## config.mk

```make
export PLATFORM = sky130hd
export DESIGN_NAME = arm_pipeline
export DESIGN_NICKNAME = d
export VERILOG_FILES = /design/src/hw/arm_pkg.sv /design/src/hw/arm_pipeline.sv /design/src/hw/decode_stage.sv /design/src/hw/execute_stage.sv /design/src/hw/instr_buffer.sv /design/src/hw/memory_stage.sv /design/src/hw/register_file.sv
export VERILOG_INCLUDE_DIRS = /design/src /design/src/include
export SDC_FILE = /design/constraint.sdc
export NUM_CORES = 2
export LEC_CHECK = 0
export BUFFER_PORTS_ARGS = -buffer_cell sky130_fd_sc_hd__buf_4
export CAP_MARGIN = 15
export CORE_AREA = 4 4 517 519
export CTS_CLUSTER_DIAMETER = 120
export DETAILED_ROUTE_END_ITERATION = 8
export DIE_AREA = 0 0 521 523
export RECOVER_POWER = 25
export SYNTH_ARGS = -nofsm -noshare
export SYNTH_HDL_FRONTEND = slang
export SYNTH_SLANG_ARGS = --single-unit
```

## constraint.sdc

```tcl
create_clock -name clk -period 34.4 [get_ports clk]
set_input_delay 3.44 -clock clk [delete_from_list [all_inputs] [get_ports clk]]
set_output_delay 3.44 -clock clk [all_outputs]
set_load 0.005 [all_outputs]
```

## src/include/arm_settings.svh

```systemverilog
`ifndef ARM_SETTINGS_SVH
`define ARM_SETTINGS_SVH

// Datapath and instruction width
`define ARM_DATA_W 32

// Architectural registers, R0 to R15
// R15 is a plain register here, no PC behind it
`define ARM_REG_COUNT 16

// Instruction buffer entries
// Also the credit count the sender starts with after reset
`define ARM_BUF_DEPTH 4

// Data RAM size in 32-bit words
// Word address comes from bits 7:2 of the effective address
`define ARM_DMEM_WORDS 64

`endif

```

## src/hw/arm_pkg.sv

```systemverilog
`include "arm_settings.svh"

package arm_pkg;

    typedef logic [`ARM_DATA_W-1:0] word_t;                  // Data word
    typedef logic [`ARM_DATA_W-1:0] instr_t;                 // Raw instruction
    typedef logic [$clog2(`ARM_REG_COUNT)-1:0] reg_idx_t;    // Register index
    typedef logic [3:0] cond_t;                              // Bits 31:28
    typedef logic [3:0] flags_t;                             // N Z C V, N in bit 3

    // Condition codes with special handling
    localparam cond_t COND_AL = 4'b1110;   // Always
    localparam cond_t COND_NV = 4'b1111;   // Never executes

    // Data processing opcodes, bits 24:21
    typedef enum logic [3:0] {
        ALU_AND = 4'b0000,
        ALU_EOR = 4'b0001,
        ALU_SUB = 4'b0010,
        ALU_RSB = 4'b0011,
        ALU_ADD = 4'b0100,
        ALU_CMP = 4'b1010,
        ALU_ORR = 4'b1100,
        ALU_MOV = 4'b1101,
        ALU_BIC = 4'b1110,
        ALU_MVN = 4'b1111
    } alu_op_t;

    typedef enum logic [1:0] {
        CLS_DATA_IMM,      // 001
        CLS_DATA_REG,      // 000, shift field ignored
        CLS_LDST_IMM,      // 010
        CLS_UNSUPPORTED    // Retires as a no-op
    } instr_class_t;

    // Operand source in decode
    typedef enum logic [1:0] {
        FWD_RF,
        FWD_EX,
        FWD_MEM,
        FWD_WB
    } fwd_sel_t;

    typedef struct packed {
        logic    valid;
        alu_op_t alu_op;
        logic    use_imm;       // Second operand from imm instead of b
        logic    set_flags;
        logic    writes_reg;
        logic    is_load;
        logic    is_store;
        cond_t   cond;
    } ctrl_t;

    typedef struct packed {
        ctrl_t    ctrl;
        word_t    a;            // Rn
        word_t    b;            // Rm
        word_t    store_data;   // Rd for stores
        reg_idx_t rd;
        word_t    imm;          // Zero-extended imm8 or offset12
    } id_ex_t;

    typedef struct packed {
        logic     valid;        // Condition already resolved
        logic     writes_reg;
        logic     is_load;
        logic     is_store;
        reg_idx_t rd;
        word_t    result;       // ALU result or effective address
        word_t    store_data;
    } ex_mem_t;

    typedef struct packed {
        logic     valid;        // Only set for real register writes
        reg_idx_t rd;
        word_t    data;
    } wb_t;

endpackage

```

## src/hw/arm_pipeline.sv

```systemverilog
module arm_pipeline (
    input  logic            clk,
    input  logic            rst,
    input  logic            instr_valid,
    input  arm_pkg::instr_t instr,
    output logic            credit,
    output arm_pkg::wb_t    wb
);

    arm_pkg::instr_t   head;
    logic              not_empty;
    logic              pop;
    arm_pkg::reg_idx_t rd_a, rd_b, rd_c;
    arm_pkg::word_t    data_a, data_b, data_c;
    arm_pkg::id_ex_t   id_ex;
    arm_pkg::word_t    ex_result;    // Combinational ALU output
    arm_pkg::ex_mem_t  ex_mem;

    instr_buffer u_instr_buffer (
        .clk         (clk),
        .rst         (rst),
        .instr_valid (instr_valid),
        .instr       (instr),
        .pop         (pop),
        .head        (head),
        .not_empty   (not_empty),
        .credit      (credit)
    );

    register_file u_register_file (
        .clk    (clk),
        .rst    (rst),
        .rd_a   (rd_a),
        .rd_b   (rd_b),
        .rd_c   (rd_c),
        .data_a (data_a),
        .data_b (data_b),
        .data_c (data_c),
        .wb     (wb)
    );

    // EX/MEM register seen both as execute output and as MEM occupant
    decode_stage u_decode_stage (
        .clk       (clk),
        .rst       (rst),
        .head      (head),
        .not_empty (not_empty),
        .pop       (pop),
        .rd_a      (rd_a),
        .rd_b      (rd_b),
        .rd_c      (rd_c),
        .data_a    (data_a),
        .data_b    (data_b),
        .data_c    (data_c),
        .ex_fwd    (ex_mem),
        .ex_result (ex_result),
        .ex_ctrl   (id_ex),
        .mem_fwd   (ex_mem),
        .wb_fwd    (wb),
        .id_ex     (id_ex)
    );

    execute_stage u_execute_stage (
        .clk    (clk),
        .rst    (rst),
        .id_ex  (id_ex),
        .result (ex_result),
        .ex_mem (ex_mem)
    );

    memory_stage u_memory_stage (
        .clk    (clk),
        .rst    (rst),
        .ex_mem (ex_mem),
        .wb     (wb)
    );

endmodule

```

## src/hw/decode_stage.sv

```systemverilog
module decode_stage (
    input  logic              clk,
    input  logic              rst,
    input  arm_pkg::instr_t   head,
    input  logic              not_empty,
    output logic              pop,
    output arm_pkg::reg_idx_t rd_a,
    output arm_pkg::reg_idx_t rd_b,
    output arm_pkg::reg_idx_t rd_c,
    input  arm_pkg::word_t    data_a,
    input  arm_pkg::word_t    data_b,
    input  arm_pkg::word_t    data_c,
    input  arm_pkg::ex_mem_t  ex_fwd,
    input  arm_pkg::word_t    ex_result,
    input  arm_pkg::id_ex_t   ex_ctrl,
    input  arm_pkg::ex_mem_t  mem_fwd,
    input  arm_pkg::wb_t      wb_fwd,
    output arm_pkg::id_ex_t   id_ex
);

    arm_pkg::instr_class_t cls;
    arm_pkg::ctrl_t        ctrl;
    arm_pkg::word_t        imm;
    arm_pkg::fwd_sel_t     sel_a, sel_b, sel_c;
    arm_pkg::id_ex_t       next;
    logic                  uses_a, uses_b, uses_c;
    logic                  ex_late;      // EX value not safe to forward yet
    logic                  stall;

    // Youngest writer of idx wins
    function automatic arm_pkg::fwd_sel_t pick_src(input arm_pkg::reg_idx_t idx);
        if (ex_ctrl.ctrl.valid && ex_ctrl.ctrl.writes_reg && ex_ctrl.rd == idx)
            return arm_pkg::FWD_EX;
        if (mem_fwd.valid && mem_fwd.writes_reg && mem_fwd.rd == idx)
            return arm_pkg::FWD_MEM;
        if (wb_fwd.valid && wb_fwd.rd == idx)
            return arm_pkg::FWD_WB;
        return arm_pkg::FWD_RF;
    endfunction

    function automatic arm_pkg::word_t fwd_value(input arm_pkg::fwd_sel_t sel,
                                                 input arm_pkg::word_t rf_word);
        case (sel)
            arm_pkg::FWD_EX:  return ex_result;
            arm_pkg::FWD_MEM: return mem_fwd.result;
            arm_pkg::FWD_WB:  return wb_fwd.data;
            default:          return rf_word;
        endcase
    endfunction

    always_comb
    begin
        ctrl   = '0;
        imm    = '0;
        uses_a = 1'b0;
        uses_b = 1'b0;
        uses_c = 1'b0;
        ctrl.cond = head[31:28];
        case (head[27:25])
            3'b000:  cls = arm_pkg::CLS_DATA_REG;
            3'b001:  cls = arm_pkg::CLS_DATA_IMM;
            3'b010:  cls = arm_pkg::CLS_LDST_IMM;
            default: cls = arm_pkg::CLS_UNSUPPORTED;   // Branches and the rest
        endcase
        case (cls)
            arm_pkg::CLS_DATA_REG, arm_pkg::CLS_DATA_IMM:
            begin
                ctrl.alu_op = arm_pkg::alu_op_t'(head[24:21]);
                case (head[24:21])   // Only the kept opcodes are valid
                    4'b0000, 4'b0001, 4'b0010, 4'b0011, 4'b0100,
                    4'b1010, 4'b1100, 4'b1101, 4'b1110, 4'b1111: ctrl.valid = 1'b1;
                    default: ctrl.valid = 1'b0;
                endcase
                ctrl.use_imm    = (cls == arm_pkg::CLS_DATA_IMM);
                ctrl.set_flags  = head[20] || (ctrl.alu_op == arm_pkg::ALU_CMP);
                ctrl.writes_reg = (ctrl.alu_op != arm_pkg::ALU_CMP);
                imm    = arm_pkg::word_t'(head[7:0]);   // Rotate ignored
                uses_a = (ctrl.alu_op != arm_pkg::ALU_MOV) && (ctrl.alu_op != arm_pkg::ALU_MVN);
                uses_b = (cls == arm_pkg::CLS_DATA_REG);
            end
            arm_pkg::CLS_LDST_IMM:
            begin
                ctrl.valid      = 1'b1;
                ctrl.alu_op     = head[23] ? arm_pkg::ALU_ADD : arm_pkg::ALU_SUB;   // U bit
                ctrl.use_imm    = 1'b1;
                ctrl.is_load    = head[20];
                ctrl.is_store   = !head[20];
                ctrl.writes_reg = head[20];
                imm    = arm_pkg::word_t'(head[11:0]);
                uses_a = 1'b1;         // Base
                uses_c = !head[20];    // Store data
            end
            default: ;
        endcase
        if (ctrl.cond == arm_pkg::COND_NV)
            ctrl.valid = 1'b0;
    end

    assign rd_a = head[19:16];
    assign rd_b = head[3:0];
    assign rd_c = head[15:12];

    always_comb
    begin
        sel_a = pick_src(rd_a);   // Rn source
        sel_b = pick_src(rd_b);   // Rm source
        sel_c = pick_src(rd_c);   // Store data source
    end

    // Load data not back yet, or condition still open in EX
    assign ex_late = ex_ctrl.ctrl.is_load || (ex_ctrl.ctrl.cond != arm_pkg::COND_AL);

    always_comb
    begin
        stall = 1'b0;
        if (uses_a && ((sel_a == arm_pkg::FWD_EX && ex_late) ||
                       (sel_a == arm_pkg::FWD_MEM && ex_fwd.is_load)))
            stall = 1'b1;
        if (uses_b && ((sel_b == arm_pkg::FWD_EX && ex_late) ||
                       (sel_b == arm_pkg::FWD_MEM && ex_fwd.is_load)))
            stall = 1'b1;
        if (uses_c && ((sel_c == arm_pkg::FWD_EX && ex_late) ||
                       (sel_c == arm_pkg::FWD_MEM && ex_fwd.is_load)))
            stall = 1'b1;
        stall = stall && not_empty && ctrl.valid;
    end

    assign pop = not_empty && !stall;

    always_comb
    begin
        next            = '0;
        next.ctrl       = ctrl;
        next.ctrl.valid = ctrl.valid && pop;   // Bubble on stall or empty
        next.a          = fwd_value(sel_a, data_a);
        next.b          = fwd_value(sel_b, data_b);
        next.store_data = fwd_value(sel_c, data_c);
        next.rd         = head[15:12];
        next.imm        = imm;
    end

    always_ff @(posedge clk)
    begin
        if (rst)
            id_ex.ctrl.valid <= 1'b0;
        else
            id_ex <= next;
    end

endmodule

```

## src/hw/execute_stage.sv

```systemverilog
module execute_stage (
    input  logic             clk,
    input  logic             rst,
    input  arm_pkg::id_ex_t  id_ex,
    output arm_pkg::word_t   result,
    output arm_pkg::ex_mem_t ex_mem
);

    localparam int W = $bits(arm_pkg::word_t);

    arm_pkg::flags_t flags;       // Status register
    arm_pkg::flags_t new_flags;
    arm_pkg::word_t  op_b;
    arm_pkg::word_t  add_x, add_y;
    logic            add_cin;
    logic [W:0]      sum;         // Carry in top bit
    logic            is_arith;
    logic            pass;
    logic            exec;

    function automatic logic cond_pass(input arm_pkg::cond_t cond, input arm_pkg::flags_t f);
        logic n, z, c, v;
        n = f[3];
        z = f[2];
        c = f[1];
        v = f[0];
        case (cond)
            4'b0000: return z;                  // EQ
            4'b0001: return !z;                 // NE
            4'b0010: return c;                  // CS
            4'b0011: return !c;                 // CC
            4'b0100: return n;                  // MI
            4'b0101: return !n;                 // PL
            4'b0110: return v;                  // VS
            4'b0111: return !v;                 // VC
            4'b1000: return c && !z;            // HI
            4'b1001: return !c || z;            // LS
            4'b1010: return n == v;             // GE
            4'b1011: return n != v;             // LT
            4'b1100: return !z && (n == v);     // GT
            4'b1101: return z || (n != v);      // LE
            4'b1110: return 1'b1;               // AL
            default: return 1'b0;               // 1111 never
        endcase
    endfunction

    assign op_b = id_ex.ctrl.use_imm ? id_ex.imm : id_ex.b;

    // One adder, subtraction as x + ~y + 1
    always_comb
    begin
        add_x   = id_ex.a;
        add_y   = op_b;
        add_cin = 1'b0;
        case (id_ex.ctrl.alu_op)
            arm_pkg::ALU_SUB, arm_pkg::ALU_CMP:
            begin
                add_y   = ~op_b;
                add_cin = 1'b1;
            end
            arm_pkg::ALU_RSB:
            begin
                add_x   = op_b;         // Reverse, op_b - a
                add_y   = ~id_ex.a;
                add_cin = 1'b1;
            end
            default: ;
        endcase
        sum = {1'b0, add_x} + {1'b0, add_y} + add_cin;
    end

    always_comb
    begin
        is_arith = 1'b0;
        case (id_ex.ctrl.alu_op)
            arm_pkg::ALU_AND: result = id_ex.a & op_b;
            arm_pkg::ALU_EOR: result = id_ex.a ^ op_b;
            arm_pkg::ALU_ORR: result = id_ex.a | op_b;
            arm_pkg::ALU_MOV: result = op_b;
            arm_pkg::ALU_BIC: result = id_ex.a & ~op_b;
            arm_pkg::ALU_MVN: result = ~op_b;
            default:
            begin
                result   = sum[W-1:0];   // ADD SUB RSB CMP, also load/store address
                is_arith = 1'b1;
            end
        endcase
    end

    // Logic ops keep C and V
    assign new_flags[3] = result[W-1];
    assign new_flags[2] = (result == '0);
    assign new_flags[1] = is_arith ? sum[W] : flags[1];
    assign new_flags[0] = is_arith ? (add_x[W-1] == add_y[W-1]) && (sum[W-1] != add_x[W-1])
                                   : flags[0];

    assign pass = cond_pass(id_ex.ctrl.cond, flags);
    assign exec = id_ex.ctrl.valid && pass;   // Failed condition becomes a bubble

    always_ff @(posedge clk)
    begin
        if (rst)
            flags <= '0;
        else if (exec && id_ex.ctrl.set_flags)
            flags <= new_flags;
    end

    always_ff @(posedge clk)
    begin
        if (rst)
        begin
            ex_mem.valid <= 1'b0;
        end
        else
        begin
            ex_mem.valid      <= exec;
            ex_mem.writes_reg <= id_ex.ctrl.writes_reg;
            ex_mem.is_load    <= id_ex.ctrl.is_load;
            ex_mem.is_store   <= id_ex.ctrl.is_store;
            ex_mem.rd         <= id_ex.rd;
            ex_mem.result     <= result;
            ex_mem.store_data <= id_ex.store_data;
        end
    end

endmodule

```

## src/hw/instr_buffer.sv

```systemverilog
`include "arm_settings.svh"

module instr_buffer (
    input  logic            clk,
    input  logic            rst,
    input  logic            instr_valid,
    input  arm_pkg::instr_t instr,
    input  logic            pop,
    output arm_pkg::instr_t head,
    output logic            not_empty,
    output logic            credit
);

    localparam int PTR_W = $clog2(`ARM_BUF_DEPTH);
    localparam int CNT_W = $clog2(`ARM_BUF_DEPTH + 1);

    arm_pkg::instr_t mem [`ARM_BUF_DEPTH];   // Entry storage
    logic [PTR_W-1:0] wr_ptr;
    logic [PTR_W-1:0] rd_ptr;
    logic [CNT_W-1:0] count;

    // Sender holds a credit per free slot, no full check needed
    always_ff @(posedge clk)
    begin
        if (instr_valid)
            mem[wr_ptr] <= instr;
    end

    always_ff @(posedge clk)
    begin
        if (rst)
        begin
            wr_ptr <= '0;
            rd_ptr <= '0;
            count  <= '0;
            credit <= 1'b0;
        end
        else
        begin
            if (instr_valid)
                wr_ptr <= (wr_ptr == PTR_W'(`ARM_BUF_DEPTH - 1)) ? '0 : wr_ptr + 1'b1;
            if (pop)
                rd_ptr <= (rd_ptr == PTR_W'(`ARM_BUF_DEPTH - 1)) ? '0 : rd_ptr + 1'b1;
            count  <= count + CNT_W'(instr_valid) - CNT_W'(pop);   // Push and pop may coincide
            credit <= pop;   // Freed slot goes back one cycle later
        end
    end

    assign head      = mem[rd_ptr];
    assign not_empty = (count != '0);

endmodule

```

## src/hw/memory_stage.sv

```systemverilog
`include "arm_settings.svh"

module memory_stage (
    input  logic             clk,
    input  logic             rst,
    input  arm_pkg::ex_mem_t ex_mem,
    output arm_pkg::wb_t     wb
);

    localparam int ADDR_W = $clog2(`ARM_DMEM_WORDS);

    arm_pkg::word_t    ram [`ARM_DMEM_WORDS];   // Left uninitialized
    logic [ADDR_W-1:0] addr;
    arm_pkg::word_t    rd_word;

    // Word address, byte offset bits dropped
    assign addr    = ex_mem.result[ADDR_W+1:2];
    assign rd_word = ram[addr];   // Async read for loads

    always_ff @(posedge clk)
    begin
        if (ex_mem.valid && ex_mem.is_store)
            ram[addr] <= ex_mem.store_data;
    end

    always_ff @(posedge clk)
    begin
        if (rst)
        begin
            wb.valid <= 1'b0;
        end
        else
        begin
            wb.valid <= ex_mem.valid && ex_mem.writes_reg;   // Stores and CMP drop out here
            wb.rd    <= ex_mem.rd;
            wb.data  <= ex_mem.is_load ? rd_word : ex_mem.result;
        end
    end

endmodule

```

## src/hw/register_file.sv

```systemverilog
`include "arm_settings.svh"

module register_file (
    input  logic              clk,
    input  logic              rst,
    input  arm_pkg::reg_idx_t rd_a,
    input  arm_pkg::reg_idx_t rd_b,
    input  arm_pkg::reg_idx_t rd_c,
    output arm_pkg::word_t    data_a,
    output arm_pkg::word_t    data_b,
    output arm_pkg::word_t    data_c,
    input  arm_pkg::wb_t      wb
);

    arm_pkg::word_t regs [`ARM_REG_COUNT];

    // Architectural state starts at zero
    always_ff @(posedge clk)
    begin
        if (rst)
        begin
            for (int i = 0; i < `ARM_REG_COUNT; i++)
                regs[i] <= '0;
        end
        else if (wb.valid)
        begin
            regs[wb.rd] <= wb.data;   // Write at end of WB
        end
    end

    // Old value during the write cycle, decode forwards from WB
    assign data_a = regs[rd_a];   // Rn
    assign data_b = regs[rd_b];   // Rm
    assign data_c = regs[rd_c];   // Rd, store data

endmodule

```

# Yosys cells after proc, flatten, opt, wreduce, memory -nomap -nowiden
# Memory sizes are Yosys's and may differ from the RTL's. A register that Yosys moved wholly into a read port is not among the register bits.
# Cells that the tools add are included.
[word_totals]
regBits = 267
ram_bits = 2688
romBits = 16
wordCells = 233
mem_count = 4
[op_classes]
add_sub_neg = 6
eq_ne = 56
n_mux = 75
bitwise = 7
reduce_logical = 56
[memory_table]
columns = ["name", "words", "word_bits", "read_ports", "rd_clocked_by_memory_dff", "write_ports", "line", "text"]
rows = [
  ["u_memory_stage.ram", 64, 32, 1, 1, 1, "memory_stage.sv:12", "arm_pkg::word_t ram [`ARM_DMEM_WORDS];"],
  ["u_register_file.regs", 16, 32, 3, 0, 16, "register_file.sv:15", "arm_pkg::word_t regs [`ARM_REG_COUNT];"],
  ["u_instr_buffer.mem", 4, 32, 1, 1, 1, "instr_buffer.sv:17", "arm_pkg::instr_t mem [`ARM_BUF_DEPTH];"],
  ["(name not given)", 16, 1, 1, 0, 0, "decode_stage.sv:69", "case (head[24:21])"],
]
[op_table]
columns = ["operator", "n"]
rows = [
  ["32-bit one-hot mux with 3 select lines", 3],
  ["32-bit one-hot mux with 6 select lines", 1],
  ["32-bit two-way mux", 4],
  ["32-bit AND", 2],
  ["32-bit inverter", 2],
  ["32-bit one-hot mux with 2 select lines", 1],
  ["4-bit == test, second input constant", 14],
  ["2-bit two-way mux", 22],
  ["4-bit == test", 9],
  ["1-bit two-way mux", 35],
  ["32-bit by 32-bit adder with 33-bit output", 1],
  ["33-bit by 1-bit adder with 33-bit output", 1],
  ["32-bit logical NOT", 1],
  ["32-bit OR", 1],
  ["32-bit OR reduction", 1],
  ["32-bit XOR", 1],
  ["1-bit logical AND", 31],
  ["12-bit one-hot mux with 2 select lines", 1],
  ["2-bit == test, second input constant", 9],
  ["4-bit by 2-bit == test with 1-bit output, second input constant", 4],
  ["4-bit by 3-bit == test with 1-bit output, second input constant", 4],
  ["4-bit inequality test, second input constant", 4],
  ["1-bit one-hot mux with 15 select lines", 1],
  ["6-bit one-hot mux with 2 select lines", 1],
  ["25 further kinds", 46],
]

# Longest topological paths before layout
[logic_depth]
ltp_word = 22
ltp_mapped = 24
ltp_nobuf = 19

# Modules after synthesis
# A second synthesis with hierarchy kept.
[hier_totals]
hier_cells = 8110
area_unflattened_um2 = 131602.5
[by_module_without_submodules]
columns = ["mod", "instances", "cells_per_inst", "area_each_um2"]
rows = [
  ["memory_stage", 1, 4140, 79886.6],
  ["register_file", 1, 1958, 30271.5],
  ["decode_stage", 1, 857, 8350.5],
  ["execute_stage", 1, 945, 7967.6],
  ["instr_buffer", 1, 210, 5126.2],
]

# Worst setup path before layout
# OpenSTA, ideal clock, no wires.
[synth_timing]
path_kind = "in2reg"
from = "in rst"
to = "mem u_register_file.regs[10][0] (netlist bit) (enable)"
setup_ps = 926
arrival_ps = 16194
required_time_ps = 33474
path_slack_ps = 17280
path_stages = 4
n_path_buf = 2
cell_sequence = "inv_1 clkbuf_1 clkbuf_1 o21ai_0"
[synth_rtl]
columns = ["element", "line", "text"]
rows = [
  ["start: declaration", "arm_pipeline.sv:3", "input logic rst,"],
  ["end: declaration", "register_file.sv:15", ""],
]

# Worst setup path in the final report
[layout_timing]
from = "reg u_decode_stage.id_ex[141] (netlist name)"
to = "reg u_execute_stage.flags[2]"
[layout_via]
elab_chain_len = 7
elab_cells_between_ends = 18
classes_between = "2 x add/sub; 8 x eq/ne; 4 x mux; 4 x reduce/logical"
[layout_lines]
columns = ["element", "line", "text"]
rows = [
  ["4-bit by 2-bit == test with 1-bit output or 4-bit == test (tied branches)", "execute_stage.sv:55", "case (id_ex.ctrl.alu_op)"],
  ["2-bit OR reduction", "--", ""],
  ["32-bit one-hot mux with 2 select lines", "execute_stage.sv:55", ""],
  ["32-bit by 32-bit adder with 33-bit output", "execute_stage.sv:69", "sum = {1'b0, add_x} + {1'b0, add_y} + add_cin;"],
  ["33-bit by 1-bit adder with 33-bit output", "execute_stage.sv:69", ""],
  ["32-bit one-hot mux with 6 select lines (*)", "execute_stage.sv:75", "case (id_ex.ctrl.alu_op)"],
  ["32-bit logical NOT (*)", "execute_stage.sv:92", "assign new_flags[2] = (result == '0);"],
  ["end signal: assignment", "execute_stage.sv:105", "flags <= new_flags;"],
  ["end: declaration", "execute_stage.sv:11", "arm_pkg::flags_t flags;"],
]
# Mark *: on every way between the ends. The rest lies on a longest branch, timed or not.
# A chain may end at the register's enable or synchronous reset.

==> summary.md <==
| Metric | Value |
|---|---|
| Run status | complete, but fails checks |
| Failing checks | capacitance limit, slew limit |
| Final wirelength | between 300 and 400 mm |
| DRC viols | 0 |
| Slowest cell on crit path | a211oi_1 |
| TritonCTS Buffers | 320 |
| DR vias | 71617 |
| Crit path kind | reg -> reg |
| Worst-Skew Late Latency | roughly 890 ps |
| Arrival time of the worst setup path | about 6900 ps |
| Die Wd | ~520 um |
| Placed cell areas | roughly 140000 um^2 |
| Initial Util | 0.498 |
| First-pass GRT wire length | 538 mm |
| Sum Neg Setup Slack | 0 ps |
| Post-synth ARST share | 0 |
| H-tree Lvls | 5 |
| Die area | 272000 um^2 |
| Crit path largest cell delay | approximately 700 ps |
| Post-Syn Area per Cell | between 15 and 20 um^2 |
| Crit-path most repeated cell | inv_1 |
| Ys flop type | edfxtp_1 |
| Place WS | around 28000 ps |
| CORE AREA | ~260000 um^2 |
| Pin count of the biggest net entering global routing | around 140 |
| Placed insts | ~10000 |
| Syn. warnings | 0 |
| Total congestion overflow | 0 |
| Clock buffer depth | 4 |
| First-pass iteration count of the detailed router | 7 |
| Final Worst Setup Slack | approximately 28000 ps |
| Cell family with most CP delay | compound AO/OA/AOI/OAI gates |
| Max Slew Vio Count | 1691 |
| Post-CTS Setup Bufs | 0 |
| CP Max Fanout | 45 |
| Most frequent cells in the layout | edfxtp_1, mux4_2, and2_1 |
| WP buf/inv | 5 |
| Total of max-cap violations | 26 |
| ANT nets after route | 0 |
| Fillcell total | about 20000 |
| Syn nets | approximately 7300 |
| Mapped Area | between 100000 and 150000 um^2 |
| Layout cells sized above 1 | 0.266 |
| Final setup vio count | 0 |
| Max VDD drop | 0.102 mV |
| Post-layout min period | between 6000 and 7000 ps |
| IO buf count | 72 |
| Std-Cell Rows | ~190 |
| Post-DP HPWL | between 200 and 250 mm |
| Number of cells upsized or downsized after cts | 0 |
| Post-Layout Inst Area | about 150000 um^2 |
| Clock sink count | about 2900 |
| DRT iter0 DRCs | about 9400 |
| Hold_buf cts | 0 |
| WL/cell | around 35 um |
| Required time worst endpoint | roughly 35000 ps |
| Post-synth EDFFs | between 2000 and 3000 |
| RSZ-0062 raised after global routing | no |
| CP endpoint kind | flip-flop |
| I/O pin count | 73 |
| Achievable frequency | 164 MHz |
| Synth cell types | between 80 and 90 |
| FF+latch count, synth | 2943 |
| CTS clk-pin slew, worst paths | 60 ps |
| Final Hold Viols | 0 |
| Final cell count without fillers | approximately 11000 |
| Vias per cell | ~6.5 |
| Initial antenna violation count | 19 |
| Least-Margin Pin Slew | 3210 ps |
| CP startpoint kind | flip-flop |
| Fin util | 0.556 |
| GRT Util Overall | 0.278 |
| Power Density | just under 90 nW/um^2 |
| Leak pwr | around 47 nW |
| Cells after Synth | between 7000 and 8000 |
| Sequential area share after synthesis | 0.675 |
| Total power | about 13 mW |
| Leading cell type in the layout, fill and taps excluded | edfxtp_1 |
| Slew headroom | -1.14 |
| Final worst-path cycle share | 0.177 |
| Die Ht | about 520 um |
| Area growth, synth to finish | 11.6% |
| Number of global-route vias before repair | 70916 |
| RD Place Congestion | 0.924 |
| Min Hold Slack | 418 ps |
| HP Class | reg -> reg |
| Crit path cell chain | buf_4, inv_1, and3_1, inv_1, nand2_1, buf_4, o221a_2, fa_1, inv_1, fa_1, a21o_1, nand4_1, nand2_1, a211oi_2, a22o_1, o21ai_0, a211oi_1, and3_1, nand4_1, o21ai_1 |
| Nets@finish | 7284 |
| Worst-case clock skew | between 60 and 70 ps |
| CTS tree | yes |
| Root Buffer | clkbuf_16 |
Yosys cell counts (all sizes together), types with 25 or more instances:
library cell	number	share of area
xor2	34	0.0023
a211oi	48	0.0028
o21ai	207	0.0080
inv	69	0.0020
mux2	63	0.0054
nand2	385	0.011
mux2i	126	0.0097
ha	70	0.0067
buf	204	0.0069
clkbuf	379	0.011
nand2b	25	0.0012
a31oi	25	0.0012
o22ai	57	0.0027
nor2	170	0.0049
a21oi	219	0.0084
nand3	88	0.0034
edfxtp	2920	0.67
nor3	44	0.0017
nor2b	51	0.0024
xnor2	44	0.0030
mux4	1088	0.19
and2	512	0.025
o221ai	63	0.0042
and3	28	0.0013
where the power goes:
part / switching, mW / internal [mW]
Clock: 1.40 / 1.93
Sequential: 0.260 / 4.39
Combinational: 2.97 / 1.87
layer usage:
layer,wire [um],GRT usage,part of all wire,vias up
li1,-,-,-,29186
met3,30900,0.0475,0.081,695
met2,180000,0.437,0.47,3461
met5,13,0,0.000034,-
met1,151000,0.389,0.40,38273
met4,17800,0.114,0.047,2
flip-flops by register name, summed over array words and instances (netlist names), named ones only:
signal                  flops
u_memory_stage.ram       2048
u_instr_buffer.count        3
u_memory_stage.wb          37
u_instr_buffer.wr_ptr       2
u_instr_buffer.mem        128
u_instr_buffer.rd_ptr       2
u_instr_buffer.credit       1
u_execute_stage.flags       4
u_register_file.regs      512
u_execute_stage.ex_mem     72
u_decode_stage.id_ex      126
final timing paths:
check        slack (ps)  cells after the start                       from                   endpoint
max               28300                     20  u_decode_stage.id_ex[141]   u_execute_stage.flags[2]
min                 420                      0   u_decode_stage.id_ex[43]  u_execute_stage.ex_mem[7]
max reg2reg       28300                     20  u_decode_stage.id_ex[141]   u_execute_stage.flags[2]
min reg2reg         420                      0   u_decode_stage.id_ex[43]  u_execute_stage.ex_mem[7]
final cells by class:
class	count	area (um^2)	share of cell area
antenna	11	27.5	0.000189
clock buffer	392	8430	0.0578
clock inverter	177	1590	0.0109
inverter	70	270	0.00185
multi-input combinational	3547	40600	0.279
sequential	2943	88200	0.605
tap	3515	4400	0.0302
timing repair buffer	294	2180	0.0150
kinds of logic after synthesis:
kind of cell	synth area share
flip-flops	0.675
AND/OR/NAND/NOR	0.0553
multiplexers	0.203
AO/OA/AOI/OAI	0.0346
buffers and inverters	0.0198
XOR/XNOR	0.00523
adder cells (fa/ha/maj)	0.00717
(Power assumes the default switching activity.)
